==> src/common/icache_pkg.sv <==
// ==============================
// Instruction cache definitions
// ==============================
// Fixed geometry of a 4-way, 16-set cache with 128-bit lines
// Address split is tag | set | word offset | byte offset

package icache_pkg;

    // ==============================
    // Geometry
    // ==============================

    // Instruction word width
    localparam int XLEN      = 32;
    // One line holds four instruction words
    localparam int LINE_BITS = 128;
    // Associativity and number of sets
    localparam int N_WAYS    = 4;
    localparam int N_SETS    = 16;
    // Field widths of way number and address parts
    localparam int WAY_W     = 2;
    localparam int SET_W     = 4;
    localparam int OFS_W     = 2;
    localparam int BYTE_W    = 2;
    // Remaining upper address bits form the tag
    localparam int TAG_W     = XLEN - SET_W - OFS_W - BYTE_W;

    // ==============================
    // Vector types
    // ==============================

    typedef logic [XLEN-1:0]      addr_t;
    typedef logic [XLEN-1:0]      word_t;
    // Word 0 sits in the lowest 32 bits
    typedef logic [LINE_BITS-1:0] line_t;
    typedef logic [TAG_W-1:0]     tag_t;
    typedef logic [SET_W-1:0]     set_t;
    typedef logic [OFS_W-1:0]     ofs_t;
    typedef logic [WAY_W-1:0]     way_t;

    // Controller FSM states
    typedef enum logic [1:0] {
        IDLE,
        LOOKUP,
        REFILL
    } ctrl_state_e;

endpackage

==> src/common/lookup_if.sv <==
`timescale 1ns/100ps

// Decoded request fields and the tag match result
// All signals come from the decode stage
interface lookup_if;
    import icache_pkg::*;

    // Captured request address split into fields
    tag_t req_tag;
    set_t req_set;
    ofs_t req_ofs;
    // Tag compare outcome for the selected set
    logic hit;
    way_t hit_way;

    // Decode stage drives everything
    modport dec (output req_tag, req_set, req_ofs, hit, hit_way);
    // Controller needs the line address and the hit flag
    modport exe (input req_tag, req_set, hit);
    // Data arrays need the index, the word offset and the hit way
    modport res (input req_set, req_ofs, hit_way);

endinterface

==> src/hw/icache/tag_lookup.sv <==
`timescale 1ns/100ps

// Decode stage
// Holds the request address, the tag array and the valid bits,
// and reports which way of the indexed set matches
module tag_lookup (
    input  logic              clk_i,
    input  logic              rst_i,
    input  logic              accept_i,
    input  icache_pkg::addr_t p_addr_i,
    input  logic              fill_we_i,
    input  icache_pkg::way_t  fill_way_i,
    lookup_if.dec             lk
);
    import icache_pkg::*;

    // Captured request fields, byte offset is not needed
    tag_t tag_q;
    set_t set_q;
    ofs_t ofs_q;

    // Per way tag storage and valid flags
    tag_t tag_mem [N_WAYS][N_SETS];
    logic valid_q [N_WAYS][N_SETS];

    // One match flag per way
    logic [N_WAYS-1:0] way_hit;

    // ==============================
    // Request capture
    // ==============================
    always_ff @(posedge clk_i)
    begin
        if (accept_i)
        begin
            tag_q <= p_addr_i[XLEN-1 -: TAG_W];
            set_q <= p_addr_i[BYTE_W+OFS_W +: SET_W];
            ofs_q <= p_addr_i[BYTE_W +: OFS_W];
        end
    end

    // Tag write on refill, into the victim way of the request set
    always_ff @(posedge clk_i)
    begin
        if (fill_we_i)
            tag_mem[fill_way_i][set_q] <= tag_q;
    end

    // Valid bits are flops so reset clears the whole cache at once
    always_ff @(posedge clk_i)
    begin
        if (rst_i)
        begin
            for (int w = 0; w < N_WAYS; w++)
                for (int s = 0; s < N_SETS; s++)
                    valid_q[w][s] <= 1'b0;
        end
        else if (fill_we_i)
        begin
            valid_q[fill_way_i][set_q] <= 1'b1;
        end
    end

    // ==============================
    // Tag compare
    // ==============================
    always_comb
    begin
        lk.hit_way = '0;
        for (int w = 0; w < N_WAYS; w++)
        begin
            way_hit[w] = valid_q[w][set_q] && (tag_mem[w][set_q] == tag_q);
            // At most one way matches, so OR encoding is enough
            if (way_hit[w])
                lk.hit_way = lk.hit_way | way_t'(w);
        end
    end

    assign lk.hit     = |way_hit;
    assign lk.req_tag = tag_q;
    assign lk.req_set = set_q;
    assign lk.req_ofs = ofs_q;

endmodule

==> src/flat_wrapper.sv <==
// flat-port wrapper written by rule: the top's interface ports become plain ports
module tag_lookup_flat import icache_pkg::*;
  (clk_i, rst_i, accept_i, p_addr_i, fill_we_i, fill_way_i, lk_req_tag, lk_req_set, lk_req_ofs, lk_hit, lk_hit_way);
  lookup_if lk_i ();
  input  logic clk_i;
  input  logic rst_i;
  input  logic accept_i;
  input  icache_pkg::addr_t p_addr_i;
  input  logic fill_we_i;
  input  icache_pkg::way_t fill_way_i;
  output wire logic [$bits(lk_i.req_tag)-1:0] lk_req_tag;
  output wire logic [$bits(lk_i.req_set)-1:0] lk_req_set;
  output wire logic [$bits(lk_i.req_ofs)-1:0] lk_req_ofs;
  output wire logic [$bits(lk_i.hit)-1:0] lk_hit;
  output wire logic [$bits(lk_i.hit_way)-1:0] lk_hit_way;
  assign lk_req_tag = lk_i.req_tag;
  assign lk_req_set = lk_i.req_set;
  assign lk_req_ofs = lk_i.req_ofs;
  assign lk_hit = lk_i.hit;
  assign lk_hit_way = lk_i.hit_way;
  tag_lookup u_core (.clk_i(clk_i), .rst_i(rst_i), .accept_i(accept_i), .p_addr_i(p_addr_i), .fill_we_i(fill_we_i), .fill_way_i(fill_way_i), .lk(lk_i));
endmodule
==> config.mk <==
export PLATFORM = sky130hd
export DESIGN_NAME = tag_lookup_flat
export DESIGN_NICKNAME = d
export VERILOG_FILES = /design/src/common/icache_pkg.sv /design/src/common/lookup_if.sv /design/src/hw/icache/tag_lookup.sv /design/src/flat_wrapper.sv
export SDC_FILE = /design/constraint.sdc
export NUM_CORES = 1
export LEC_CHECK = 0
export BUFFER_PORTS_ARGS = -buffer_cell sky130_fd_sc_hd__buf_2
export CAP_MARGIN = 20
export CORE_AREA = 2 2 467 469
export DETAILED_ROUTE_END_ITERATION = 16
export DIE_AREA = 0 0 469 471
export HOLD_SLACK_MARGIN = 0.06
export PLACE_DENSITY = 0.47
export SYNTH_ARGS = -nofsm -noshare
export SYNTH_HDL_FRONTEND = slang
export SYNTH_SLANG_ARGS = --single-unit
export TNS_END_PERCENT = 50
==> constraint.sdc <==
create_clock -name clk_i -period 6.6 [get_ports clk_i]
set_input_delay 0.99 -clock clk_i [delete_from_list [all_inputs] [get_ports clk_i]]
set_output_delay 0.99 -clock clk_i [all_outputs]
set_load 0.02 [all_outputs]
# Word-level counts from Yosys, hierarchy flattened
# Memory sizes are Yosys's and may differ from the RTL's.
# Index checks and enable logic that the tools add are counted.
[word_totals]
ff_bits = 30
mem_bits_rw = 1600
in_bits = 38
out_inout_bits = 33
wordCells = 59
n_memories = 2
[op_classes]
n_lt_le_gt_ge = 2
n_eq_ne = 4
muxes = 40
n_bitwise = 1
reduce_logical = 7
[memory_table]
columns = ["name", "depth", "width", "read_ports", "rd_clocked_by_memory_dff", "write_ports", "line", "rtl"]
rows = [
  ["u_core.tag_mem", 4, 384, 4, 0, 1, "tag_lookup.sv:23", "tag_t tag_mem [N_WAYS][N_SETS];"],
  ["u_core.valid_q", 4, 16, 4, 0, 4, "tag_lookup.sv:24", "logic valid_q [N_WAYS][N_SETS];"],
]
[ops]
columns = ["operator", "count"]
rows = [
  ["24-bit binary-select mux with 4-bit select", 4],
  ["384-bit two-way mux", 1],
  ["24-bit two-way mux", 9],
  ["24-bit demux with 4-bit select", 1],
  ["24-bit == test", 4],
  ["16-bit two-way mux", 3],
  ["1-bit binary-select mux with 4-bit select", 4],
  ["16-bit OR reduction", 1],
  ["1-bit two-way mux", 14],
  ["2-bit two-way mux", 3],
  ["5-bit >= comparator (second input constant)", 1],
  ["1-bit logical AND", 5],
  ["5-bit by 1-bit less-than comparator with 1-bit output (second input constant)", 1],
  ["4-bit inverter with 5-bit output", 1],
  ["1-bit demux with 4-bit select", 1],
  ["4-bit OR reduction", 1],
]

# Longest topological paths before layout
# Gate-level depths: netlist of the first run.
[logic_depth]
depth_word = 9
depth_mapped = 13
ltp_nobuf = 8

# Worst setup path after synthesis of the first run
# Ideal clock, no wire load.
[synth_path]
path_type = "flip-flop to output port"
start = "register u_core.tag_q[0] (netlist: u_core.lk.req_tag[0])"
end = "output port lk_hit"
t_arrival_ns = 3.196
t_required_ns = 5.610
path_slack_ns = 2.414
stages_incl_launch_ff = 10
path_buffers = 1
path_cell_list = "edfxtp_1 -> clkbuf_1 -> inv_2 -> xnor2_1 -> or4_1 -> a211oi_1 -> o22ai_1 -> a2111oi_1 -> nand4_1 -> o2111ai_1"
[synth_via]
elab_chain_cells = 3
[synth_lines]
columns = ["element", "line", "rtl"]
rows = [
  ["start, declared", "tag_lookup.sv:18", "tag_t tag_q;"],
  ["start signal, assigned", "tag_lookup.sv:36", "tag_q <= p_addr_i[XLEN-1 -: TAG_W];"],
  ["24-bit == test", "tag_lookup.sv:72", "way_hit[w] = valid_q[w][set_q] && (tag_mem[w][set_q] == tag_q);"],
  ["1-bit logical AND", "tag_lookup.sv:72", ""],
  ["4-bit OR reduction *", "tag_lookup.sv:79", "assign lk.hit = |way_hit;"],
  ["end, declared", "flat_wrapper.sv:14", "output wire logic [$bits(lk_i.hit)-1:0] lk_hit;"],
]
# Mark *: on every way between the ends. The rest lies on a longest branch, timed or not.

# Worst setup path after layout of the first run
[layout_path]
start = "register u_core.set_q[0] (netlist: u_core.lk.req_set[0])"
end = "output port lk_hit"
[layout_via]
elab_chain_cells = 7
[layout_lines]
columns = ["element", "line", "rtl"]
rows = [
  ["start, declared", "tag_lookup.sv:19", "set_t set_q;"],
  ["start signal, assigned", "tag_lookup.sv:37", "set_q <= p_addr_i[BYTE_W+OFS_W +: SET_W];"],
  ["4-bit inverter with 5-bit output (implied by the code) *", "tag_lookup.sv:72", ""],
  ["24-bit binary-select mux with 4-bit select", "tag_lookup.sv:72", ""],
  ["24-bit two-way mux (implied by the code) (2 in series)", "tag_lookup.sv:72", ""],
  ["24-bit == test", "tag_lookup.sv:72", ""],
  ["1-bit logical AND", "tag_lookup.sv:72", ""],
  ["4-bit OR reduction *", "tag_lookup.sv:79", ""],
]
# Mark *: on every way between the ends. The rest lies on a longest branch, timed or not. The select of a mux whose other input is x is not followed.

==> impl_metrics.xml, run 1 <==
<?xml version="1.0" encoding="UTF-8"?>
<metrics>
  <group name="timing">
    <metric name="timing.final.crit_share" unit="">0.9449</metric>
    <metric name="timing.max_slew.rel_slack" unit="">0.2503</metric>
    <metric name="finalMaxSlewViolations" unit="">0</metric>
    <metric name="timing_worst_slew_pin_value" unit="ns">1.122</metric>
    <metric name="fin_setup_tns" unit="ns">0</metric>
    <metric name="period_needed" unit="ns">6.236</metric>
    <metric name="clock-skew-final" unit="ns">0.04057</metric>
    <metric name="hold_viol" unit="">0</metric>
    <metric name="setup-violations-final" unit="">0</metric>
    <metric name="maximum_clock_rate" unit="GHz">0.1604</metric>
    <metric name="rsz0062_at_grt" unit="">no</metric>
  </group>
  <group name="logic_synthesis">
    <metric name="ys_ff_latch" unit="">1630</metric>
    <metric name="netlist_area" unit="um2">64400</metric>
    <metric name="synth_flop_cell" unit="">sky130_fd_sc_hd__edfxtp_1</metric>
    <metric name="ys_seq_area_frac" unit="">0.7501</metric>
    <metric name="postSynthNetCount" unit="">3305</metric>
    <metric name="synthesis.area_per_instance" unit="um2">19.71</metric>
    <metric name="postSynthCellCount" unit="">3267</metric>
    <metric name="yosys_warnings" unit="">0</metric>
    <metric name="number_of_enable_flip_flop_cells_after_synthesis" unit="">1566</metric>
    <metric name="async_flop_share" unit="">0</metric>
    <metric name="ys_types" unit="">77</metric>
  </group>
  <group name="grt">
    <metric name="grt_pass1_vias" unit="">33358</metric>
    <metric name="initial_antenna_violation_count" unit="">11</metric>
    <metric name="grt_max_degree" unit="">72</metric>
    <metric name="total_global_route_track_usage" unit="">0.1691</metric>
    <metric name="grt_first_pass_wirelength" unit="um">263600</metric>
    <metric name="global_route.overflow_total" unit="">0</metric>
  </group>
  <group name="cells_and_area">
    <metric name="most_frequent_cells_in_the_layout" unit="">sky130_fd_sc_hd__edfxtp_1, sky130_fd_sc_hd__mux4_2, sky130_fd_sc_hd__mux2i_1</metric>
    <metric name="nets" unit="">3547</metric>
    <metric name="mostFrequentLayoutCell" unit="">sky130_fd_sc_hd__edfxtp_1</metric>
    <metric name="layout.cells.non_filler" unit="">6504</metric>
    <metric name="post_route_cells_drive_above_1_share" unit="">0.2546</metric>
    <metric name="synthToLayoutAreaGrowth" unit="%">15.79</metric>
  </group>
  <group name="critical_path">
    <metric name="worst-endpoint-arrival" unit="ns">5.25</metric>
    <metric name="critPathKind" unit="">reg2out</metric>
    <metric name="path_delay_family" unit="">buffers and inverters</metric>
    <metric name="critical_path_buf_inv_count" unit="">4</metric>
    <metric name="crit_path_cell_trace" unit="">buf_12 -&gt; buf_12 -&gt; clkinv_2 -&gt; mux2i_1 -&gt; xnor2_1 -&gt; nor4_1 -&gt; nand4_1 -&gt; a2111oi_1 -&gt; nand4_1 -&gt; o2111ai_1 -&gt; buf_2</metric>
    <metric name="critPathCaptureType" unit="">output port</metric>
    <metric name="start_kind" unit="">flip-flop</metric>
    <metric name="critPathMaxFanout" unit="">36</metric>
    <metric name="critPathRequiredTime" unit="ns">5.61</metric>
    <metric name="worst_path_largest_cell_delay" unit="ns">0.59</metric>
    <metric name="critical-path-slowest-cell" unit="">sky130_fd_sc_hd__mux2i_1</metric>
  </group>
  <group name="place">
    <metric name="finalWeightedCongestion" unit="">0.7675</metric>
    <metric name="place_hpwl" unit="um">110300</metric>
    <metric name="placement.io_buffers" unit="">68</metric>
    <metric name="placedCellCount" unit="">6182</metric>
  </group>
  <group name="pwr">
    <metric name="power.clock.fraction" unit="">0.406</metric>
    <metric name="static-leakage-power" unit="nW">23.71</metric>
    <metric name="net-switching-power" unit="W">0.005244</metric>
    <metric name="cell_internal_power_dissipation" unit="W">0.01726</metric>
    <metric name="powerDensity" unit="nW/um2">301.8</metric>
    <metric name="worst_ir_drop_vdd" unit="V">0.0002230</metric>
    <metric name="portion_of_total_power_attributed_to_combinational_logic" unit="">0.084</metric>
    <metric name="pwr-share-seq" unit="">0.511</metric>
    <metric name="swShare" unit="">0.2330</metric>
  </group>
  <group name="floorplan">
    <metric name="design.die.area" unit="um2">220900</metric>
    <metric name="pin_count" unit="">71</metric>
    <metric name="coreArea" unit="um2">216100</metric>
    <metric name="die_h" unit="um">471</metric>
    <metric name="initial_utilization" unit="">0.2980</metric>
    <metric name="die_x" unit="um">469</metric>
    <metric name="std_cell_rows" unit="">171</metric>
  </group>
  <group name="clock_network">
    <metric name="cts.repair_timing.setup_buffer_count" unit="">0</metric>
    <metric name="cts_tree" unit="">built</metric>
    <metric name="cts_root_buf" unit="">sky130_fd_sc_hd__clkbuf_16</metric>
    <metric name="cts.reportedPaths.clkPinSlew" unit="ns">0.06</metric>
    <metric name="post_cts_gate_resize_count" unit="">0</metric>
    <metric name="holdBufCountCts" unit="">0</metric>
    <metric name="cts_num_sinks" unit="">1630</metric>
    <metric name="htree_levels" unit="">4</metric>
    <metric name="clock_tree.buffer_depth" unit="">3</metric>
    <metric name="cts-buffers-inserted" unit="">173</metric>
    <metric name="clkLatencyLatePin" unit="ns">0.82</metric>
  </group>
  <group name="routing">
    <metric name="route.final.wire_length" unit="um">188000</metric>
    <metric name="routed-via-count" unit="">32672</metric>
    <metric name="vias_per_cell" unit="">5.023</metric>
    <metric name="drcViolationCount" unit="">0</metric>
    <metric name="wl_per_cell" unit="um">28.91</metric>
    <metric name="drt-initial-drc-count" unit="">3031</metric>
    <metric name="drt.antenna.violating_nets" unit="">0</metric>
    <metric name="detail_route.first_pass.iterations" unit="">8</metric>
  </group>
  <group name="job">
    <metric name="maxCapViolations" unit="">0</metric>
  </group>
  <group name="worst_hold_path">
    <metric name="hold_class" unit="">in2reg</metric>
  </group>
  <group name="status">
    <metric name="status" unit="">finished clean</metric>
  </group>
</metrics>
## state kept, by name, summed over array words and instances, names as in the netlist
register	count
u_core.lk.req_ofs	2
u_core.lk.req_set	4
u_core.lk.req_tag	24
u_core.tag_mem	1536
u_core.valid_q	64
## metal layers
| metal | track usage | routed length, um |
|---|---|---|
| met2 | 0.2771 | 91690 |
| met3 | 0.02361 | 8714 |
| met5 | 0 | 0 |
| met4 | 0.04281 | 3856 |
| met1 | 0.2360 | 83760 |
## kinds of logic (layout without fill, tap and decap cells)
logic type / count (synthesis) / count (layout) / synth area share
AOI/OAI and AO/OA: 356 / 356 / 0.04127
DFF: 1630 / 1630 / 0.7501
and+or+nand+nor: 428 / 428 / 0.02943
muxes: 551 / 551 / 0.1466
buffers and inverters: 215 / 593 / 0.02073
other: 0 / 5 / 0
xor gates and xnor gates: 87 / 87 / 0.01183
## layout make-up
class | instances | area, um2
Fill cell | 20395 | 141500
Inverter | 23 | 90.09
Antenna cell | 5 | 12.51
Sequential cell | 1630 | 48310
Tap cell | 2854 | 3571
Multi-Input combinational cell | 1422 | 15180
Clock buffer | 224 | 4604
Timing Repair Buffer | 259 | 2192
Clock inverter | 87 | 611.8
## power groups by stage
| stage | clock network [W] | logic, W | registers (W) |
|---|---|---|---|
| after floorplan | 0 | 0.00101 | 0.0118 |
| after global placement | 0 | 0.00189 | 0.0117 |
| after detailed placement | 0 | 0.00191 | 0.0117 |
| after CTS | 0.00934 | 0.00191 | 0.0115 |
| after global routing | 0.00970 | 0.00200 | 0.0115 |
| final | 0.00914 | 0.00188 | 0.0115 |
## per-stage QoR
| step | hold WS (ns) | power (W) | util | worst slack (ns) | instance area [um2] |
|---|---|---|---|---|---|
| final | 0.3567 | 0.02251 | 0.3451 | 0.3640 | 74570 |
| after global routing | 0.3136 | 0.02320 | 0.3450 | 0.1593 | 74560 |
| after CTS | 0.2855 | 0.02274 | 0.3443 | 0.2802 | 74410 |
| after detailed placement | 0.4574 | 0.01362 | 0.3202 | 1.192 | 69190 |
| after global placement | 0.4468 | 0.01361 | 0.3199 | 1.225 | 69130 |
| after floorplan | 0.4316 | 0.01283 | - | 2.414 | 64400 |
## worst paths after layout
check        slack [ns]                 start  depth (start not counted)                      to
max                0.36  u_core.lk.req_set[0]                         11                  lk_hit
min                0.36          p_addr_i[22]                          1   u_core.lk.req_tag[14]
max reg2reg        2.67  u_core.lk.req_set[3]                          6  u_core.tag_mem[3][318]
min reg2reg        0.46  u_core.valid_q[3][9]                          2    u_core.valid_q[3][9]
## worst register-to-register path, stage by stage (launching register included)
cell,delay [ns]
sky130_fd_sc_hd__edfxtp_1,0.70
sky130_fd_sc_hd__buf_12,0.35
sky130_fd_sc_hd__inv_4,0.64
sky130_fd_sc_hd__buf_4,0.40
sky130_fd_sc_hd__and3_1,0.24
sky130_fd_sc_hd__nand2_1,0.26
sky130_fd_sc_hd__nor2_4,0.90
## cells in the mapped netlist (29+ instances only)
cell	number	area, um2
sky130_fd_sc_hd__a21oi_1	37	185.2
sky130_fd_sc_hd__a22oi_1	60	450.4
sky130_fd_sc_hd__buf_2	46	230.2
sky130_fd_sc_hd__buf_4	46	345.3
sky130_fd_sc_hd__clkbuf_1	53	198.9
sky130_fd_sc_hd__dfxtp_1	64	1281
sky130_fd_sc_hd__edfxtp_1	1566	47030
sky130_fd_sc_hd__mux2_2	34	382.9
sky130_fd_sc_hd__mux2i_1	209	2092
sky130_fd_sc_hd__mux4_2	299	6734
sky130_fd_sc_hd__nand2_1	112	420.4
sky130_fd_sc_hd__nor2_1	195	732.0
sky130_fd_sc_hd__o21ai_0	42	210.2
sky130_fd_sc_hd__o22ai_1	29	181.4
sky130_fd_sc_hd__xnor2_1	64	560.5
(Power assumes the default switching activity.)
==> inputs of run 2 (changes only) <==
Settings changed: CELL_PAD_IN_SITES_DETAIL_PLACEMENT set to 2, CELL_PAD_IN_SITES_GLOBAL_PLACEMENT set to 2, PLACE_DENSITY 0.47 to 0.55.
==> run 2 against run 1 <==
  * Design area rose by 0.38%
  * Highest routed layer is now met5
  * Clock power is 4.9% higher
  * Critical endpoint unchanged
  * Critical path depth shrank 1
  * Routed wire length up 9.4%
  * First-iteration DRC count increased by 1.1%
  * Total power increased by 2.2%
  * Global-route usage is 1.7 points higher
  * Clock skew fell by 0.0070 ns
  * Fmax decreased by 3.0%
  * Count of clock-buffer cells in the layout is 13 higher
  * Sequential power about the same
  * Die area unchanged
==> impl_metrics.xml, run 2 (synthesis gave the netlist of run 1 again) <==
<?xml version="1.0" encoding="UTF-8"?>
<metrics>
  <group name="cells_and_area">
    <metric name="nets" unit="">3550</metric>
    <metric name="largest_reg_flops" unit="">1536</metric>
    <metric name="top_register" unit="">u_core.tag_mem</metric>
    <metric name="most_frequent_cells_in_the_layout" unit="">sky130_fd_sc_hd__edfxtp_1, sky130_fd_sc_hd__mux4_2, sky130_fd_sc_hd__mux2i_1</metric>
    <metric name="synthToLayoutAreaGrowth" unit="%">16.23</metric>
    <metric name="mostFrequentLayoutCell" unit="">sky130_fd_sc_hd__edfxtp_1</metric>
    <metric name="post_route_cells_drive_above_1_share" unit="">0.2532</metric>
  </group>
  <group name="job">
    <metric name="maxCapViolations" unit="">0</metric>
  </group>
  <group name="timing">
    <metric name="hold_viol" unit="">0</metric>
    <metric name="timing.final.crit_share" unit="">0.9742</metric>
    <metric name="finalMaxSlewViolations" unit="">0</metric>
    <metric name="fin_setup_tns" unit="ns">0</metric>
    <metric name="timing_worst_slew_pin_value" unit="ns">1.171</metric>
    <metric name="maximum_clock_rate" unit="GHz">0.1555</metric>
    <metric name="period_needed" unit="ns">6.430</metric>
    <metric name="clock-skew-final" unit="ns">0.03355</metric>
    <metric name="rsz0062_at_grt" unit="">no</metric>
    <metric name="timing.max_slew.rel_slack" unit="">0.2193</metric>
    <metric name="setup-violations-final" unit="">0</metric>
  </group>
  <group name="status">
    <metric name="status" unit="">finished clean</metric>
  </group>
  <group name="clock_network">
    <metric name="clock_tree.buffer_depth" unit="">3</metric>
    <metric name="holdBufCountCts" unit="">0</metric>
    <metric name="cts_root_buf" unit="">sky130_fd_sc_hd__clkbuf_16</metric>
    <metric name="clkLatencyLatePin" unit="ns">0.84</metric>
    <metric name="htree_levels" unit="">4</metric>
    <metric name="post_cts_gate_resize_count" unit="">0</metric>
    <metric name="cts_tree" unit="">built</metric>
    <metric name="cts.reportedPaths.clkPinSlew" unit="ns">0.06</metric>
    <metric name="cts-buffers-inserted" unit="">175</metric>
    <metric name="cts_num_sinks" unit="">1630</metric>
    <metric name="cts.repair_timing.setup_buffer_count" unit="">0</metric>
  </group>
  <group name="routing">
    <metric name="drcViolationCount" unit="">0</metric>
    <metric name="drt.antenna.violating_nets" unit="">0</metric>
    <metric name="routed-via-count" unit="">33378</metric>
    <metric name="detail_route.first_pass.iterations" unit="">7</metric>
    <metric name="wl_per_cell" unit="um">31.55</metric>
    <metric name="maxUsedRoutingLayer" unit="">met5</metric>
    <metric name="met2WireLength" unit="um">101100</metric>
    <metric name="met3RoutedLength" unit="um">9683</metric>
    <metric name="route.final.wire_length" unit="um">205700</metric>
    <metric name="met1Wirelength" unit="um">89580</metric>
    <metric name="vias_per_cell" unit="">5.121</metric>
    <metric name="drt-initial-drc-count" unit="">3064</metric>
  </group>
  <group name="floorplan">
    <metric name="coreArea" unit="um2">216100</metric>
    <metric name="die_x" unit="um">469</metric>
    <metric name="die_h" unit="um">471</metric>
    <metric name="std_cell_rows" unit="">171</metric>
    <metric name="pin_count" unit="">71</metric>
    <metric name="design.die.area" unit="um2">220900</metric>
    <metric name="initial_utilization" unit="">0.2980</metric>
  </group>
  <group name="pwr">
    <metric name="swShare" unit="">0.2371</metric>
    <metric name="worst_ir_drop_vdd" unit="V">0.0002148</metric>
    <metric name="power.total" unit="W">0.02300</metric>
    <metric name="powerDensity" unit="nW/um2">307.3</metric>
    <metric name="power.clock.fraction" unit="">0.417</metric>
    <metric name="cell_internal_power_dissipation" unit="W">0.01755</metric>
    <metric name="portion_of_total_power_attributed_to_combinational_logic" unit="">0.083</metric>
    <metric name="net-switching-power" unit="W">0.005452</metric>
    <metric name="pwr-share-seq" unit="">0.500</metric>
    <metric name="static-leakage-power" unit="nW">23.85</metric>
  </group>
  <group name="critical_path">
    <metric name="critPathMaxFanout" unit="">28</metric>
    <metric name="critPathCaptureType" unit="">output port</metric>
    <metric name="worstRegToRegCells" unit="">6</metric>
    <metric name="worstReg2RegStart" unit="">u_core.lk.req_set[2]</metric>
    <metric name="start_kind" unit="">flip-flop</metric>
    <metric name="worst-endpoint-arrival" unit="ns">5.44</metric>
    <metric name="startpoint" unit="">u_core.lk.req_set[0]</metric>
    <metric name="crit_end" unit="">lk_hit</metric>
    <metric name="critPathKind" unit="">reg2out</metric>
    <metric name="reg2reg_slack" unit="ns">2.70</metric>
    <metric name="critPathRequiredTime" unit="ns">5.61</metric>
    <metric name="r2r-end" unit="">u_core.tag_mem[2][364]</metric>
  </group>
  <group name="place">
    <metric name="place_hpwl" unit="um">119500</metric>
    <metric name="finalWeightedCongestion" unit="">0.7470</metric>
    <metric name="placement.io_buffers" unit="">68</metric>
  </group>
  <group name="grt">
    <metric name="grt_max_degree" unit="">91</metric>
    <metric name="initial_antenna_violation_count" unit="">11</metric>
    <metric name="grt_pass1_vias" unit="">36441</metric>
    <metric name="grt_first_pass_wirelength" unit="um">287900</metric>
    <metric name="total_global_route_track_usage" unit="">0.1857</metric>
    <metric name="global_route.overflow_total" unit="">0</metric>
  </group>
  <group name="worst_hold_path">
    <metric name="hold_class" unit="">in2reg</metric>
  </group>
</metrics>
[run 2: cell count changes in the layout (fill, tap and decap cells not counted), sizes merged]
cell,previous run,this run
clkinvlp,2,1
clkinv,77,78
bufinv,7,11
inv,24,22
diode,5,3
buf,259,260
clkbuf,224,237
[run 2: through the flow]
step / area (um2) / utilization / worst slack [ns] / instances / hold WS, ns
2_1_floorplan: 64400 / - / 2.414 / 3267 / 0.4316
3_3_place_gp: 69200 / 0.3202 / 1.015 / 6183 / 0.4454
3_5_place_dp: 69250 / 0.3205 / 0.9994 / 6185 / 0.4540
4_1_cts: 74750 / 0.3459 / 0.06749 / 6511 / 0.2559
5_1_grt: 74850 / 0.3464 / 0.02904 / 6516 / 0.2844
6_report: 74850 / 0.3464 / 0.1703 / 6518 / 0.3306
[run 2: worst max-delay path: stages (launching register included)]
cell and delay [ns]:
sky130_fd_sc_hd__edfxtp_1 0.82, sky130_fd_sc_hd__buf_12 0.32, sky130_fd_sc_hd__nand2b_1 0.74, sky130_fd_sc_hd__a211oi_1 0.15
sky130_fd_sc_hd__o31a_1 0.38, sky130_fd_sc_hd__nor4_1 0.51, sky130_fd_sc_hd__o22ai_1 0.17, sky130_fd_sc_hd__a2111oi_1 0.32
sky130_fd_sc_hd__nand4_1 0.52, sky130_fd_sc_hd__o2111ai_1 0.38, sky130_fd_sc_hd__buf_2 0.25
[run 2: layer usage]
metal / vias to the layer above / GRT usage
met5: - / 0
met4: 4 / 0.05248
met3: 241 / 0.03303
met2: 791 / 0.3094
met1: 18446 / 0.2477
li1: 13896 / -
[run 2: how the worst min path moves through the flow]
stage,startpoint,end,slack [ns],cells after the start
floorplan,u_core.valid_q[3][6],u_core.valid_q[3][6],0.43,2
global placement,u_core.valid_q[2][13],u_core.valid_q[2][13],0.45,2
detailed placement,u_core.valid_q[3][6],u_core.valid_q[3][6],0.45,2
CTS,p_addr_i[31],u_core.lk.req_tag[23],0.26,1
global route,p_addr_i[11],u_core.lk.req_tag[3],0.28,1
finish,p_addr_i[31],u_core.lk.req_tag[23],0.33,1
[run 2: cell type report]
class                           count  area (um2)
Sequential cell                  1630       48310
Antenna cell                        3       7.507
Clock buffer                      237        4728
Clock inverter                     89       768.2
Multi-Input combinational cell   1422       15170
Fill cell                       21098      141200
Tap cell                         2854        3571
Inverter                           23       87.58
Timing Repair Buffer              260        2212
[run 2: power groups by stage]
stage          clock [W]  combinational [W]  sequential (W)
6_report         0.00959            0.00191          0.0115
5_1_grt           0.0102            0.00203          0.0115
4_1_cts          0.00984            0.00193          0.0115
3_5_place_dp           0            0.00193          0.0117
3_3_place_gp           0            0.00190          0.0117
2_1_floorplan          0            0.00101          0.0118
