[src/common/icache_pkg.sv]
// ==============================
// Instruction cache definitions
// ==============================
// Fixed geometry of a 4-way, 16-set cache with 128-bit lines
// Address split is tag | set | word offset | byte offset

package icache_pkg;

    // ==============================
    // Geometry
    // ==============================

    // Instruction word width
    localparam int XLEN      = 32;
    // One line holds four instruction words
    localparam int LINE_BITS = 128;
    // Associativity and number of sets
    localparam int N_WAYS    = 4;
    localparam int N_SETS    = 16;
    // Field widths of way number and address parts
    localparam int WAY_W     = 2;
    localparam int SET_W     = 4;
    localparam int OFS_W     = 2;
    localparam int BYTE_W    = 2;
    // Remaining upper address bits form the tag
    localparam int TAG_W     = XLEN - SET_W - OFS_W - BYTE_W;

    // ==============================
    // Vector types
    // ==============================

    typedef logic [XLEN-1:0]      addr_t;
    typedef logic [XLEN-1:0]      word_t;
    // Word 0 sits in the lowest 32 bits
    typedef logic [LINE_BITS-1:0] line_t;
    typedef logic [TAG_W-1:0]     tag_t;
    typedef logic [SET_W-1:0]     set_t;
    typedef logic [OFS_W-1:0]     ofs_t;
    typedef logic [WAY_W-1:0]     way_t;

    // Controller FSM states
    typedef enum logic [1:0] {
        IDLE,
        LOOKUP,
        REFILL
    } ctrl_state_e;

endpackage

[src/common/lookup_if.sv]
`timescale 1ns/100ps

// Decoded request fields and the tag match result
// All signals come from the decode stage
interface lookup_if;
    import icache_pkg::*;

    // Captured request address split into fields
    tag_t req_tag;
    set_t req_set;
    ofs_t req_ofs;
    // Tag compare outcome for the selected set
    logic hit;
    way_t hit_way;

    // Decode stage drives everything
    modport dec (output req_tag, req_set, req_ofs, hit, hit_way);
    // Controller needs the line address and the hit flag
    modport exe (input req_tag, req_set, hit);
    // Data arrays need the index, the word offset and the hit way
    modport res (input req_set, req_ofs, hit_way);

endinterface

[src/hw/icache/refill_ctrl.sv]
`timescale 1ns/100ps

// Execute stage
// Controller FSM, per set FIFO victim counters and the Wishbone refill master
module refill_ctrl (
    input  logic              clk_i,
    input  logic              rst_i,
    input  logic              p_strobe_i,
    lookup_if.exe             lk,
    output logic              accept_o,
    output logic              resp_hit_o,
    output logic              fill_we_o,
    output icache_pkg::way_t  fill_way_o,
    // Wishbone classic master, read only
    output logic              m_cyc_o,
    output logic              m_stb_o,
    output icache_pkg::addr_t m_adr_o,
    input  logic              m_ack_i
);
    import icache_pkg::*;

    ctrl_state_e state_q;
    ctrl_state_e state_d;

    // Next victim way of each set
    way_t fifo_cnt [N_SETS];

    // Bus cycle flag and line address of the refill
    logic                     cyc_q;
    logic [TAG_W+SET_W-1:0]   line_adr_q;

    // ==============================
    // Controller FSM
    // ==============================
    always_ff @(posedge clk_i)
    begin
        if (rst_i)
            state_q <= IDLE;
        else
            state_q <= state_d;
    end

    always_comb
    begin
        state_d = state_q;
        unique case (state_q)
            IDLE:
                if (p_strobe_i)
                    state_d = LOOKUP;
            // Single cycle, lookup outputs are ready here
            LOOKUP:
                if (lk.hit)
                    state_d = IDLE;
                else
                    state_d = REFILL;
            // Wait for the memory to acknowledge the line
            REFILL:
                if (m_ack_i)
                    state_d = IDLE;
            default:
                state_d = IDLE;
        endcase
    end

    // Strobe only counts in IDLE
    assign accept_o   = (state_q == IDLE) && p_strobe_i;
    assign resp_hit_o = (state_q == LOOKUP) && lk.hit;
    // Line arrives on the ack edge
    assign fill_we_o  = (state_q == REFILL) && m_ack_i;

    // ==============================
    // FIFO replacement
    // ==============================
    assign fill_way_o = fifo_cnt[lk.req_set];

    always_ff @(posedge clk_i)
    begin
        if (rst_i)
        begin
            for (int s = 0; s < N_SETS; s++)
                fifo_cnt[s] <= '0;
        end
        else if (fill_we_o)
        begin
            // Two bit counter wraps after way 3
            fifo_cnt[lk.req_set] <= way_t'(fifo_cnt[lk.req_set] + 1'b1);
        end
    end

    // ==============================
    // Wishbone refill master
    // ==============================
    always_ff @(posedge clk_i)
    begin
        if (rst_i)
            cyc_q <= 1'b0;
        else if ((state_q == LOOKUP) && !lk.hit)
            cyc_q <= 1'b1;
        else if (fill_we_o)
            cyc_q <= 1'b0;
    end

    // Loaded once per miss and held until ack
    always_ff @(posedge clk_i)
    begin
        if ((state_q == LOOKUP) && !lk.hit)
            line_adr_q <= {lk.req_tag, lk.req_set};
    end

    // Classic single beat, strobe follows the cycle
    assign m_cyc_o = cyc_q;
    assign m_stb_o = cyc_q;
    // Word offset and byte bits always zero for a line address
    assign m_adr_o = {line_adr_q, {(OFS_W+BYTE_W){1'b0}}};

endmodule

[src/flat_wrapper.sv]
// flat-port wrapper written by rule: the top's interface ports become plain ports
module refill_ctrl_flat import icache_pkg::*;
  (clk_i, rst_i, p_strobe_i, accept_o, resp_hit_o, fill_we_o, fill_way_o, m_cyc_o, m_stb_o, m_adr_o, m_ack_i, lk_req_tag, lk_req_set, lk_hit);
  lookup_if lk_i ();
  input  logic clk_i;
  input  logic rst_i;
  input  logic p_strobe_i;
  output logic accept_o;
  output logic resp_hit_o;
  output logic fill_we_o;
  output icache_pkg::way_t fill_way_o;
  output logic m_cyc_o;
  output logic m_stb_o;
  output icache_pkg::addr_t m_adr_o;
  input  logic m_ack_i;
  input wire logic [$bits(lk_i.req_tag)-1:0] lk_req_tag;
  input wire logic [$bits(lk_i.req_set)-1:0] lk_req_set;
  input wire logic [$bits(lk_i.hit)-1:0] lk_hit;
  assign lk_i.req_tag = lk_req_tag;
  assign lk_i.req_set = lk_req_set;
  assign lk_i.hit = lk_hit;
  refill_ctrl u_core (.clk_i(clk_i), .rst_i(rst_i), .p_strobe_i(p_strobe_i), .lk(lk_i), .accept_o(accept_o), .resp_hit_o(resp_hit_o), .fill_we_o(fill_we_o), .fill_way_o(fill_way_o), .m_cyc_o(m_cyc_o), .m_stb_o(m_stb_o), .m_adr_o(m_adr_o), .m_ack_i(m_ack_i));
endmodule
[config.mk]
export PLATFORM = sky130hd
export DESIGN_NAME = refill_ctrl_flat
export DESIGN_NICKNAME = d
export VERILOG_FILES = /design/src/common/icache_pkg.sv /design/src/common/lookup_if.sv /design/src/hw/icache/refill_ctrl.sv /design/src/flat_wrapper.sv
export SDC_FILE = /design/constraint.sdc
export NUM_CORES = 1
export LEC_CHECK = 0
export ABC_AREA = 1
export BUFFER_PORTS_ARGS = -buffer_cell sky130_fd_sc_hd__buf_2
export CAP_MARGIN = 20
export CORE_UTILIZATION = 40
export CTS_CLUSTER_DIAMETER = 30
export DETAILED_ROUTE_END_ITERATION = 10
export GPL_TIMING_DRIVEN = 0
export PLACE_DENSITY_LB_ADDON = 0.15
export SYNTH_ARGS = -nofsm -noshare
export SYNTH_HDL_FRONTEND = slang
export SYNTH_SLANG_ARGS = --single-unit
[constraint.sdc]
create_clock -name clk_i -period 3.9 [get_ports clk_i]
set_input_delay 0.39 -clock clk_i [delete_from_list [all_inputs] [get_ports clk_i]]
set_output_delay 0.39 -clock clk_i [all_outputs]
set_load 0.01 [all_outputs]
# --- After elaboration in Yosys (flattened, before gate mapping) ---
# Memories as Yosys holds them, arrays and structs flattened.
# Cells that the tools add are included.
word_totals:
  reg_bits: 31
  ramBits: 32
  in_bits: 33
  output_inout_bits: 39
  word_cells: 32
  memories: 1
mem_list:
  columns: ["name", "words", "word_bits", "read_ports", "rd_ports_with_merged_regs", "write_ports", "line_no", "rtl"]
  rows:
  - ["u_core.fifo_cnt", 16, 2, 1, 0, 16, "refill_ctrl.sv:26", "way_t fifo_cnt [N_SETS];"]
classes:
  add_sub_neg: 1
  n_eq_ne: 4
  n_mux: 14
  reduce_logical: 9
op_table:
  columns: ["operator", "n"]
  rows:
  - ["1-bit 2-to-1 mux", 8]
  - ["2-bit 2-to-1 mux", 4]
  - ["2-bit case mux with 3 select lines", 1]
  - ["1-bit logical AND", 4]
  - ["4-bit 2-to-1 mux", 1]
  - ["2-bit != test (second input constant)", 2]
  - ["2-bit by 1-bit adder with 2-bit output (second input constant)", 1]
  - ["2-bit by 1-bit == test with 1-bit output (second input constant)", 1]
  - ["2-bit == test (second input constant)", 1]
  - ["2-bit logical NOT", 1]
  - ["2-bit AND reduction", 1]
  - ["2-bit nonzero test", 1]
  - ["2-bit OR reduction", 1]
  - ["1-bit logical NOT", 1]

# --- Logic depth before layout (Yosys ltp) ---
# Gate-level depths: netlist (run 1).
logic_depth:
  ltp_word: 7
  ltp_mapped: 15
  depth_no_buf: 12

# --- Worst setup path after synthesis (run 1) ---
# Ideal clock, no wire load.
synth_path:
  path_kind: "register -> register"
  start: "reg u_core.state_q[0]"
  end: "reg u_core.cyc_q, in the netlist u_core.m_cyc_o"
  setup_ns: 0.074
  arrival_time_ns: 2.834
  required_ns: 3.826
  slack_ns: 0.992
  stages_incl_launch_ff: 5
  path_buffers: 0
  synth_period_minus_slack_ns: 2.908
  cell_sequence: "dfxtp_1 -> inv_1 -> nor3_1 -> inv_1 -> a21oi_1"
synth_via:
  elab_chain_cells: 3
  elab_cells_between_ends: 6
  cone_classes: "eq/ne: 2; mux: 1; reduce/logical: 3"
synth_lines:
  columns: ["element", "line_no", "rtl"]
  rows:
  - ["start, declared", "refill_ctrl.sv:22", "ctrl_state_e state_q;"]
  - ["start signal, assigned", "refill_ctrl.sv:40", "state_q <= state_d;"]
  - ["2-bit by 1-bit == test with 1-bit output / 2-bit == test (equally long branches)", "refill_ctrl.sv:97, refill_ctrl.sv:69", null]
  - ["1-bit logical AND, on equally long branches", "refill_ctrl.sv:97, refill_ctrl.sv:69", null]
  - ["1-bit 2-to-1 mux / 2-bit nonzero test (equally long branches)", null, null]
  - ["end signal, assigned", "refill_ctrl.sv:96", "cyc_q <= 1'b0;"]
  - ["end signal, assigned", "refill_ctrl.sv:98", "cyc_q <= 1'b1;"]
  - ["end signal, assigned", "refill_ctrl.sv:100", "cyc_q <= 1'b0;"]
  - ["end, declared", "refill_ctrl.sv:29", "logic cyc_q;"]
# Parallel ways exist; a longest one is shown, timed or not.
# A chain may end at the register's enable or synchronous reset.

# --- Worst setup path in the final report (run 1) ---
layout_path:
  start: "in lk_req_set[0]"
  end: "out fill_way_o[0]"
layout_via:
  elab_chain_cells: 1
layout_lines:
  columns: ["element", "line_no", "rtl"]
  rows:
  - ["start, declared", "flat_wrapper.sv:17", "input wire logic [$bits(lk_i.req_set)-1:0] lk_req_set;"]
  - ["memory read 16 x 2 bit", null, null]
  - ["end, declared", "flat_wrapper.sv:11", "output icache_pkg::way_t fill_way_o;"]
# Every way passes these cells.

==> results of run 1 <==
-- kinds of logic (layout without fill, tap and decap cells) --
logic type             count (synthesis)  after routing
AO/OA/AOI/OAI                          2              2
AND/OR/NAND/NOR                      171            171
other                                  1              4
buffers and inverters                 28            112
flip-flops                            63             63
-- stage by stage --
| step | worst slack, ps | hold WS [ps] | power (W) | cells | util (%) |
|---|---|---|---|---|---|
| floorplan | 992 | 459 | 0.000868 | 268 | - |
| global placement | 117 | 467 | 0.000919 | 412 | 49.1 |
| detailed placement | 1670 | 470 | 0.000922 | 414 | 49.5 |
| CTS | 1670 | 212 | 0.00158 | 429 | 53.0 |
| global route | 1500 | 211 | 0.00161 | 429 | 53.0 |
| finish | 1690 | 227 | 0.00156 | 429 | 53.0 |
-- final timing paths --
| path | startpoint | depth (start not counted) | endpoint | slack (ps) |
|---|---|---|---|---|
| setup / recovery | lk_req_set[0] | 13 | fill_way_o[0] | 1690 |
| hold / removal | lk_req_tag[6] | 1 | u_core.line_adr_q[10]$_DFFE_PP_ | 230 |
| setup reg to reg | u_core.state_q[1]$_SDFFE_PP0P_ | 6 | u_core.fifo_cnt[13][1]$_SDFFCE_PN0P_ | 1860 |
| hold reg to reg | u_core.m_cyc_o$_SDFFE_PP0P_ | 2 | u_core.m_cyc_o$_SDFFE_PP0P_ | 490 |
-- routing by layer --
| layer | track usage, % | wire length, um | vias up |
|---|---|---|---|
| met3 | 3.40 | 240 | 5 |
| li1 | - | - | 1015 |
| met5 | 0 | 0 | - |
| met2 | 29.9 | 2880 | 64 |
| met1 | 19.5 | 2460 | 920 |
| met4 | 10.8 | 76 | 0 |
-- area by class of cell --
| cell class | count | area (sq um) |
|---|---|---|
| well taps | 77 | 96.3 |
| flip-flops and latches | 63 | 1860 |
| fillers | 590 | 3050 |
| clock inverters | 4 | 95.1 |
| inverters | 16 | 65.1 |
| plain buffers | 12 | 92.6 |
| multi-input cells | 177 | 743 |
| repair buffers | 69 | 358 |
| clock buffers | 11 | 131 |
-- flip-flops by register name, indices dropped and copies added, names as in the netlist --
register	count
u_core.fifo_cnt	32
u_core.line_adr_q	28
u_core.state_q	2
u_core.m_cyc_o	1
-- worst reg2reg max path, cell delays in order, from the launching register on --
cell and delay [ps]:
dfxtp_1 420, inv_2 70, nor3_4 190, nand2_1 150, nor3_1 530, nand2_1 210, nand2_1 160
-- cell usage in the layout, fill, tap and decap left out --
master | synthesis | layout
nand2_2 | 3 | 3
nor3_1 | 5 | 4
clkbuf_8 | 0 | 9
buf_2 | 2 | 69
buf_6 | 3 | 5
edfxtp_1 | 60 | 60
clkbuf_1 | 1 | 3
nor2_1 | 27 | 27
nor3_2 | 1 | 2
nand2_1 | 120 | 120
bufinv_16 | 0 | 3
clkinv_1 | 2 | 2
dfxtp_1 | 3 | 3
conb_1 | 1 | 4
clkinv_2 | 0 | 1
inv_6 | 1 | 1
nor3_4 | 1 | 1
and3_1 | 1 | 1
a21oi_1 | 2 | 2
inv_2 | 1 | 1
nand3_1 | 1 | 1
nor4_1 | 1 | 1
nor2_2 | 10 | 10
nand2_4 | 1 | 1
inv_1 | 12 | 12
buf_4 | 6 | 6
-- cells in the mapped netlist --
library cell	number	area, sq um
nor3_1	5	25.0
and3_1	1	6.26
a21oi_1	2	10.0
nand2_1	120	450
clkinv_1	2	7.51
conb_1	1	3.75
nand3_1	1	5.00
nor2_2	10	62.6
buf_2	2	10.0
inv_6	1	8.76
nor2_1	27	101
buf_4	6	45.0
nand2_2	3	18.8
inv_2	1	3.75
nor4_1	1	6.26
nor3_4	1	16.3
buf_6	3	33.8
clkbuf_1	1	3.75
nand2_4	1	11.3
dfxtp_1	3	60.1
inv_1	12	45.0
edfxtp_1	60	1800
nor3_2	1	10.0
-- power breakdown --
| part | switching, W | internal (W) |
|---|---|---|
| Sequential | 0.00000643 | 0.000762 |
| Clock | 0.000234 | 0.000421 |
| Combinational | 0.0000888 | 0.0000490 |
==> flow_metrics.env, run 1 <==
export IMPL_drv_slew=0
export IMPL_die_area_sq_um=7200
export IMPL_synthXorXnorAreaFrac_pct=0
export IMPL_syn_avg_cell_area_sq_um=10.4
export IMPL_gr_total_overflow=0
export IMPL_finalClockSkew_ps=8.24
export IMPL_synth_adder_area_share_pct=0
export IMPL_antenna_found_initial=0
export IMPL_die_h_um=84.9
export IMPL_outcome="finished, violations left"
export IMPL_rows=29
export IMPL_die_width_um=84.9
export IMPL_fin_crit_sh_pct=56.7
export IMPL_peakVddDrop_uv=169
export IMPL_arrival_ps=1820
export IMPL_dpl_cell_area_sq_um=3220
export IMPL_finalCriticalPeriod_ps=2210
export IMPL_powerDensity_nw_per_um2=453
export IMPL_fin_area_sq_um=3440
export IMPL_syn_to_final_growth_pct=25.4
export IMPL_grt_max_degree=13
export IMPL_syn_inst=265
export IMPL_slew_limit_headroom_pct=53.7
export IMPL_cp_end_kind="output port"
export IMPL_drc_errors=7
export IMPL_first_pass_iters=7
export IMPL_setup_worst_path_start_class="input port"
export IMPL_track_usage_pct=17.2
export IMPL_avgViaCountPerCell=4.67
export IMPL_fmax_mhz=453
export IMPL_place_hpwl_mm=4.02
export IMPL_cp_top_family="buffers and inverters"
export IMPL_setup_tns_final_ps=0
export IMPL_violations="design-rule violations"
export IMPL_worst_endpoint_required_ps=3510
export IMPL_grt_pass1_vias=1999
export IMPL_htreeDepth=3
export IMPL_cts_buffers=9
export IMPL_slowest_stage="buf_2"
export IMPL_drtIter0Drc=109
export IMPL_muxShareOfSynthArea_pct=0
export IMPL_ys_types=23
export IMPL_synth_simple_area_share_pct=26.0
export IMPL_synth_top_family_by_area="simple AND/OR/NAND/NOR gates"
export IMPL_post_cts_setup_buffers=0
export IMPL_grt_setup_unrepaired="no"
export IMPL_clk_path_buf_depth=2
export IMPL_core_sq_um=6490
export IMPL_ioPinCount=72
export IMPL_wl_per_cell_um=13.2
export IMPL_path_common_cell="nand2_1"
export IMPL_drv_cap=0
export IMPL_totalWireLength_mm=5.65
export IMPL_power_leakage_nw=1.54
export IMPL_critPathMaxFanout=10
export IMPL_cts_hold_buf=0
export IMPL_ys_seq_area_share_pct=67.8
export IMPL_hold_path_class="in -> reg"
export IMPL_grt_pass1_wl_mm=9.11
export IMPL_ant_nets=0
export IMPL_hold_violations=0
export IMPL_cts_resized=0
export IMPL_clk_pin_slew_worst_paths_ps=70
export IMPL_clockRootBuffer="clkbuf_8"
export IMPL_port_buffers=67
export IMPL_max_stage_delay_ps=270
export IMPL_ys_warn_count=0
export IMPL_cts_tree="yes"
export IMPL_drive_gt1_share_pct=31.8
export IMPL_netlist_area_sq_um=2750
export IMPL_num_nets_final=381
export IMPL_synth_compound_area_share_pct=0.364
export IMPL_gp_congestion=0.842
export IMPL_n_antenna_cell=0
export IMPL_cts_sinks=63
export IMPL_tightestPinTransition_ps=690
export IMPL_ys_seq_elements=63
export IMPL_crit_type="in -> out"
export IMPL_cp_cell_sequence="buf_2, buf_6, inv_6, nand2_1, nand2_1, nand2_1, nand2_1, nand2_1, nand2_1, inv_1, nand2_2, buf_2, buf_2"
export IMPL_vias=2004
export IMPL_finalSetupViolations=0
export IMPL_clock_latency_ps=330
export IMPL_crit_buf_inv=6
export IMPL_start_util_pct=42.3
Power figures use the tool's default switching activity.
==> inputs of run 2 (changes only) <==
==> constraint.sdc (replaced) <==
create_clock -name clk_i -period 1.9 [get_ports clk_i]
set_input_delay 0.19 -clock clk_i [delete_from_list [all_inputs] [get_ports clk_i]]
set_output_delay 0.19 -clock clk_i [all_outputs]
set_load 0.01 [all_outputs]
==> run 2 against run 1 <==
Against the previous run:
- core utilization up 0.96 points
- critical path type is now reg -> reg
- highest routed layer unchanged
- sequential power grew 110%
- the run still ends with design-rule violations left
- clock skew up 0.71 ps
- power up 100%
==> flow_metrics.env, run 2 (synthesis gave the netlist of run 1 again) <==
export IMPL_antenna_found_initial=0
export IMPL_hold_path_class="in -> reg"
export IMPL_finalClockSkew_ps=8.95
export IMPL_max_flop_register="u_core.fifo_cnt"
export IMPL_setup_worst_path_start_class="flip-flop"
export IMPL_power_frac_comb_pct=9.5
export IMPL_rows=29
export IMPL_post_cts_setup_buffers=0
export IMPL_clk_path_buf_depth=2
export IMPL_finalCriticalPeriod_ps=1770
export IMPL_final_cell_count_no_fill=429
export IMPL_max_stage_delay_ps=440
export IMPL_min_path_cells=1
export IMPL_ff2ff_path_depth=6
export IMPL_worst_endpoint_required_ps=1940
export IMPL_cts_buffers=9
export IMPL_gp_congestion=0.810
export IMPL_largestRegisters="u_core.fifo_cnt: 32 flops, u_core.line_adr_q: 28 flops, u_core.state_q: 2 flops"
export IMPL_drtIter0Drc=178
export IMPL_htreeDepth=3
export IMPL_p_int_w=0.00241
export IMPL_grt_setup_unrepaired="yes"
export IMPL_start_util_pct=42.3
export IMPL_critPathMaxFanout=5
export IMPL_die_area_sq_um=7200
export IMPL_fmax_mhz=563
export IMPL_ant_nets=0
export IMPL_outcome="finished, violations left"
export IMPL_power_leakage_nw=1.55
export IMPL_arrival_ps=1820
export IMPL_pre_cts_slack_ps=-148
export IMPL_clk_pin_slew_worst_paths_ps=70
export IMPL_grt_pass1_wl_mm=9.42
export IMPL_grt_max_degree=21
export IMPL_die_h_um=84.9
export IMPL_hold_violations=0
export IMPL_drv_cap=0
export IMPL_grt_pass1_vias=1956
export IMPL_totalWireLength_mm=5.72
export IMPL_core_sq_um=6490
export IMPL_port_buffers=67
export IMPL_final_cell_mix="119 x nand2_1, 68 x buf_2, 60 x edfxtp_1, 27 x nor2_1, 11 x inv_1"
export IMPL_cts_resized=4
export IMPL_dp_cells=413
export IMPL_vias=2021
export IMPL_regArea_sq_um=1860
export IMPL_cp_end_kind="flip-flop"
export IMPL_peakVddDrop_uv=368
export IMPL_num_nets_final=380
export IMPL_avgViaCountPerCell=4.71
export IMPL_fin_ws_ps=125
export IMPL_p_switching_w=0.000737
export IMPL_finalSetupViolations=0
export IMPL_syn_to_final_growth_pct=27.7
export IMPL_tightestPinTransition_ps=610
export IMPL_cts_hold_buf=0
export IMPL_crit_type="reg -> reg"
export IMPL_pwr_share_seq_pct=50.1
export IMPL_cts_sinks=63
export IMPL_first_pass_iters=7
export IMPL_slew_limit_headroom_pct=59.2
export IMPL_powerDensity_nw_per_um2=898
export IMPL_clockPowerShare_pct=40.4
export IMPL_gr_total_overflow=0
export IMPL_cts_tree="yes"
export IMPL_slowest_stage="dfxtp_1"
export IMPL_drv_slew=0
export IMPL_switching_share_pct=23.4
export IMPL_die_width_um=84.9
export IMPL_multi_input_area_sq_um=797
export IMPL_ioPinCount=72
export IMPL_drive_gt1_share_pct=33.5
export IMPL_setup_tns_final_ps=0
export IMPL_violations="design-rule violations"
export IMPL_final_util_pct=54.0
export IMPL_largest_reg_flops=32
export IMPL_drc_errors=7
export IMPL_clock_latency_ps=340
export IMPL_final_common_cell="nand2_1"
export IMPL_n_antenna_cell=0
export IMPL_place_hpwl_mm=4.06
export IMPL_cp_cell_sequence="inv_2, nor3_4, nand2_2, nor3_4, nand2_1, nand2_1"
export IMPL_track_usage_pct=17.9
export IMPL_fin_crit_sh_pct=93.4
export IMPL_wl_per_cell_um=13.3
export IMPL_clockRootBuffer="clkbuf_8"
export IMPL_nFillCells=600
run 2: cell types whose count changed in the layout (fill, tap and decap cells not counted), moves of 2 or more:
cell        before  now
nor3_2           2    0
clkinvlp_4       0    2
buf_6            5    3
clkbuf_1         3    1
nor3_1           4    1
nor3_4           1    6
run 2: final cells by class:
| class | instances | share of cell area (%) |
|---|---|---|
| Clock buffer | 9 | 3.53 |
| Tap cell | 77 | 2.75 |
| Multi-Input combinational cell | 177 | 22.7 |
| Inverter | 16 | 1.86 |
| Buffer | 12 | 2.93 |
| Sequential cell | 63 | 53.1 |
| Timing Repair Buffer | 68 | 10.3 |
| Clock inverter | 7 | 2.75 |
run 2: path summary, 6_finish.rpt:
check | slack (ps) | endpoint | start
setup reg to reg | 130 | u_core.fifo_cnt[13][1]$_SDFFCE_PN0P_ | u_core.state_q[1]$_SDFFE_PP0P_
setup / recovery | 130 | u_core.fifo_cnt[13][1]$_SDFFCE_PN0P_ | u_core.state_q[1]$_SDFFE_PP0P_
hold reg to reg | 500 | u_core.m_cyc_o$_SDFFE_PP0P_ | u_core.m_cyc_o$_SDFFE_PP0P_
hold / removal | 20 | u_core.line_adr_q[7]$_DFFE_PP_ | lk_req_tag[3]
run 2: per-stage QoR:
step	cell area [sq um]	hold WS (ps)	total power, W
2_1_floorplan	2770	259	0.00178
5_1_grt	3510	0.694	0.00328
3_5_place_dp	3230	369	0.00190
6_report	3510	18.1	0.00315
4_1_cts	3470	4.59	0.00316
3_3_place_gp	3200	366	0.00189
run 2: routing by layer:
layer	track usage, %	routed length [um]
met5	0	0
met4	9.55	141
met3	4.28	285
met2	29.0	2860
met1	22.4	2430
run 2: worst max-delay path, delay by kind of cell (launching register included):
family,cells,cell delay [ps]
and+or+nand+nor,5,960
DFF,1,440
buffers and inverters,1,80
run 2: power by group through the flow:
stage / sequential (W) / clock [W] / combinational [W]
2_1_floorplan: 0.00162 / 0 / 0.000165
3_3_place_gp: 0.00161 / 0 / 0.000278
3_5_place_dp: 0.00161 / 0 / 0.000288
4_1_cts: 0.00158 / 0.00129 / 0.000292
5_1_grt: 0.00158 / 0.00136 / 0.000332
6_report: 0.00158 / 0.00127 / 0.000299
==> inputs of run 3 (changes only) <==
--- a/config.mk
+++ b/config.mk
@@ -8,7 +8,7 @@
 export ABC_AREA = 1
 export BUFFER_PORTS_ARGS = -buffer_cell sky130_fd_sc_hd__buf_2
 export CAP_MARGIN = 20
-export CORE_UTILIZATION = 40
+export CORE_UTILIZATION = 45
 export CTS_CLUSTER_DIAMETER = 30
 export DETAILED_ROUTE_END_ITERATION = 10
 export GPL_TIMING_DRIVEN = 0
==> run 3 against run 2 <==
Against the previous run:
- the run still ends with design-rule violations left
- global-route usage grew 1.8 points
- setup slack lost 17 ps
- flip-flop and latch count is the same
- power grew 4.9%
- routed wire length grew 2.3%
- clock power grew 12%
- largest cell class unchanged
==> flow_metrics.env, run 3 (synthesis gave the netlist of run 1 again) <==
export IMPL_cts_tree="yes"
export IMPL_core_sq_um=5920
export IMPL_num_nets_final=384
export IMPL_cts_buffers=9
export IMPL_cts_sinks=63
export IMPL_peakVddDrop_uv=573
export IMPL_grt_met1_usage_pct=24.8
export IMPL_max_stage_delay_ps=390
export IMPL_drive_gt1_share_pct=34.3
export IMPL_clockRootBuffer="clkbuf_8"
export IMPL_vias=2093
export IMPL_dpl_cell_area_sq_um=3230
export IMPL_power_total_w=0.00330
export IMPL_slowest_stage="dfxtp_2"
export IMPL_power_leakage_nw=1.58
export IMPL_place_hpwl_mm=3.97
export IMPL_setup_worst_path_start_class="flip-flop"
export IMPL_worst_endpoint_required_ps=1960
export IMPL_drv_cap=0
export IMPL_finalClockSkew_ps=8.30
export IMPL_outcome="finished, violations left"
export IMPL_grt_util_met3_pct=5.68
export IMPL_cp_top_family="simple AND/OR/NAND/NOR gates"
export IMPL_first_pass_iters=7
export IMPL_crit_buf_inv=1
export IMPL_n_antenna_cell=0
export IMPL_start_util_pct=46.4
export IMPL_r2r_end="u_core.fifo_cnt[9][1]$_SDFFCE_PN0P_"
export IMPL_max_flop_register="u_core.fifo_cnt"
export IMPL_cp_cell_sequence="inv_2, nor3_4, nand2_2, nor3_4, nand2_1, nand2_1"
export IMPL_antenna_found_initial=0
export IMPL_die_h_um=80.1
export IMPL_hold_path_startpoint="lk_req_tag[23]"
export IMPL_largest_reg_flops=32
export IMPL_avgViaCountPerCell=4.86
export IMPL_fmax_mhz=558
export IMPL_port_buffers=67
export IMPL_powerDensity_nw_per_um2=929
export IMPL_clk_path_buf_depth=2
export IMPL_rows=28
export IMPL_final_cell_mix="119 x nand2_1, 68 x buf_2, 60 x edfxtp_1, 27 x nor2_1, 12 x inv_1"
export IMPL_finalSetupViolations=0
export IMPL_reg2reg_slack_ps=110
export IMPL_gr_total_overflow=0
export IMPL_clock_latency_ps=340
export IMPL_clk_pin_slew_worst_paths_ps=70
export IMPL_ant_nets=0
export IMPL_busiest_layer="met2"
export IMPL_cp_startpoint="u_core.state_q[1]$_SDFFE_PP0P_"
export IMPL_grtUsageMet2_pct=31.5
export IMPL_arrival_ps=1850
export IMPL_r2r_start="u_core.state_q[1]$_SDFFE_PP0P_"
export IMPL_grt_setup_unrepaired="no"
export IMPL_die_area_sq_um=6420
export IMPL_crit_type="reg -> reg"
export IMPL_hold_violations=0
export IMPL_htreeDepth=3
export IMPL_drv_slew=0
export IMPL_fin_area_sq_um=3560
export IMPL_drc_errors=1
export IMPL_gp_congestion=0.863
export IMPL_tightestPinTransition_ps=555
export IMPL_hold_path_class="in -> reg"
export IMPL_grt_pass1_vias=1923
export IMPL_wl_per_cell_um=13.6
export IMPL_grt_max_degree=22
export IMPL_ff2ff_path_depth=6
export IMPL_die_width_um=80.1
export IMPL_finalCriticalPeriod_ps=1790
export IMPL_fin_crit_sh_pct=94.3
export IMPL_grt_pass1_wl_mm=8.97
export IMPL_slew_limit_headroom_pct=62.9
export IMPL_track_usage_pct=19.7
export IMPL_final_common_cell="nand2_1"
export IMPL_syn_to_final_growth_pct=29.5
export IMPL_whs_endpoint="u_core.line_adr_q[27]$_DFFE_PP_"
export IMPL_ioPinCount=72
export IMPL_min_path_cells=1
export IMPL_critPathMaxFanout=5
export IMPL_largestRegisters="u_core.fifo_cnt: 32 flops, u_core.line_adr_q: 28 flops, u_core.state_q: 2 flops"
export IMPL_cp_end_kind="flip-flop"
export IMPL_violations="design-rule violations"
export IMPL_totalWireLength_mm=5.85
export IMPL_drtIter0Drc=93
export IMPL_final_util_pct=60.1
export IMPL_nFillCells=524
-- run 3: cell type report --
class / instances / area, sq um / area share (%)
inverter: 16 / 65.1 / 1.83
clock buffer: 9 / 124 / 3.48
tap: 75 / 93.8 / 2.64
clock inverter: 7 / 120 / 3.38
timing repair buffer: 72 / 395 / 11.1
buffer: 12 / 98.8 / 2.78
sequential: 63 / 1860 / 52.4
multi-input combinational: 177 / 797 / 22.4
-- run 3: through the flow --
stage	worst slack (ps)	hold slack [ps]	setup TNS, ps	std cells
2_1_floorplan	223	259	0	268
3_3_place_gp	-177	367	-3260	410
3_5_place_dp	-187	368	-3820	411
4_1_cts	-200	12.7	-4430	427
5_1_grt	4.81	2.27	0	431
6_report	108	18.6	0	431
-- run 3: worst max-delay path by stage --
stage | end | slack, ps | cells past startpoint
floorplan | u_core.fifo_cnt[11][0]$_SDFFCE_PN0P_ | 220 | 6
global placement | u_core.fifo_cnt[11][0]$_SDFFCE_PN0P_ | -180 | 6
detailed placement | u_core.fifo_cnt[11][1]$_SDFFCE_PN0P_ | -190 | 6
CTS | u_core.fifo_cnt[11][0]$_SDFFCE_PN0P_ | -200 | 6
global route | u_core.fifo_cnt[9][1]$_SDFFCE_PN0P_ | 5 | 6
finish | u_core.fifo_cnt[9][1]$_SDFFCE_PN0P_ | 110 | 6
-- run 3: per-layer routing --
metal	vias up	part of all wire (%)	routed length, um
li1	1028	-	-
met1	969	46	2670
met3	8	7.5	437
met4	0	1.7	102
met5	-	0	0
met2	88	45	2650
-- run 3: where the power goes --
| part | internal, W | leakage [nW] | switching (W) |
|---|---|---|---|
| combinational | 0.000116 | 0.854 | 0.000193 |
| sequential | 0.00156 | 0.611 | 0.0000151 |
| clock | 0.000875 | 0.120 | 0.000541 |
| total | 0.00256 | 1.58 | 0.000749 |
-- run 3: repair_timing --
item,CTS,global route
gates resized for setup,1,11
endpoints found under the setup margin,45,55
hold endpoints to repair,0,1
buffers inserted,0,3
pin swaps,0,2
gates cloned,0,0
hold buffers,0,1
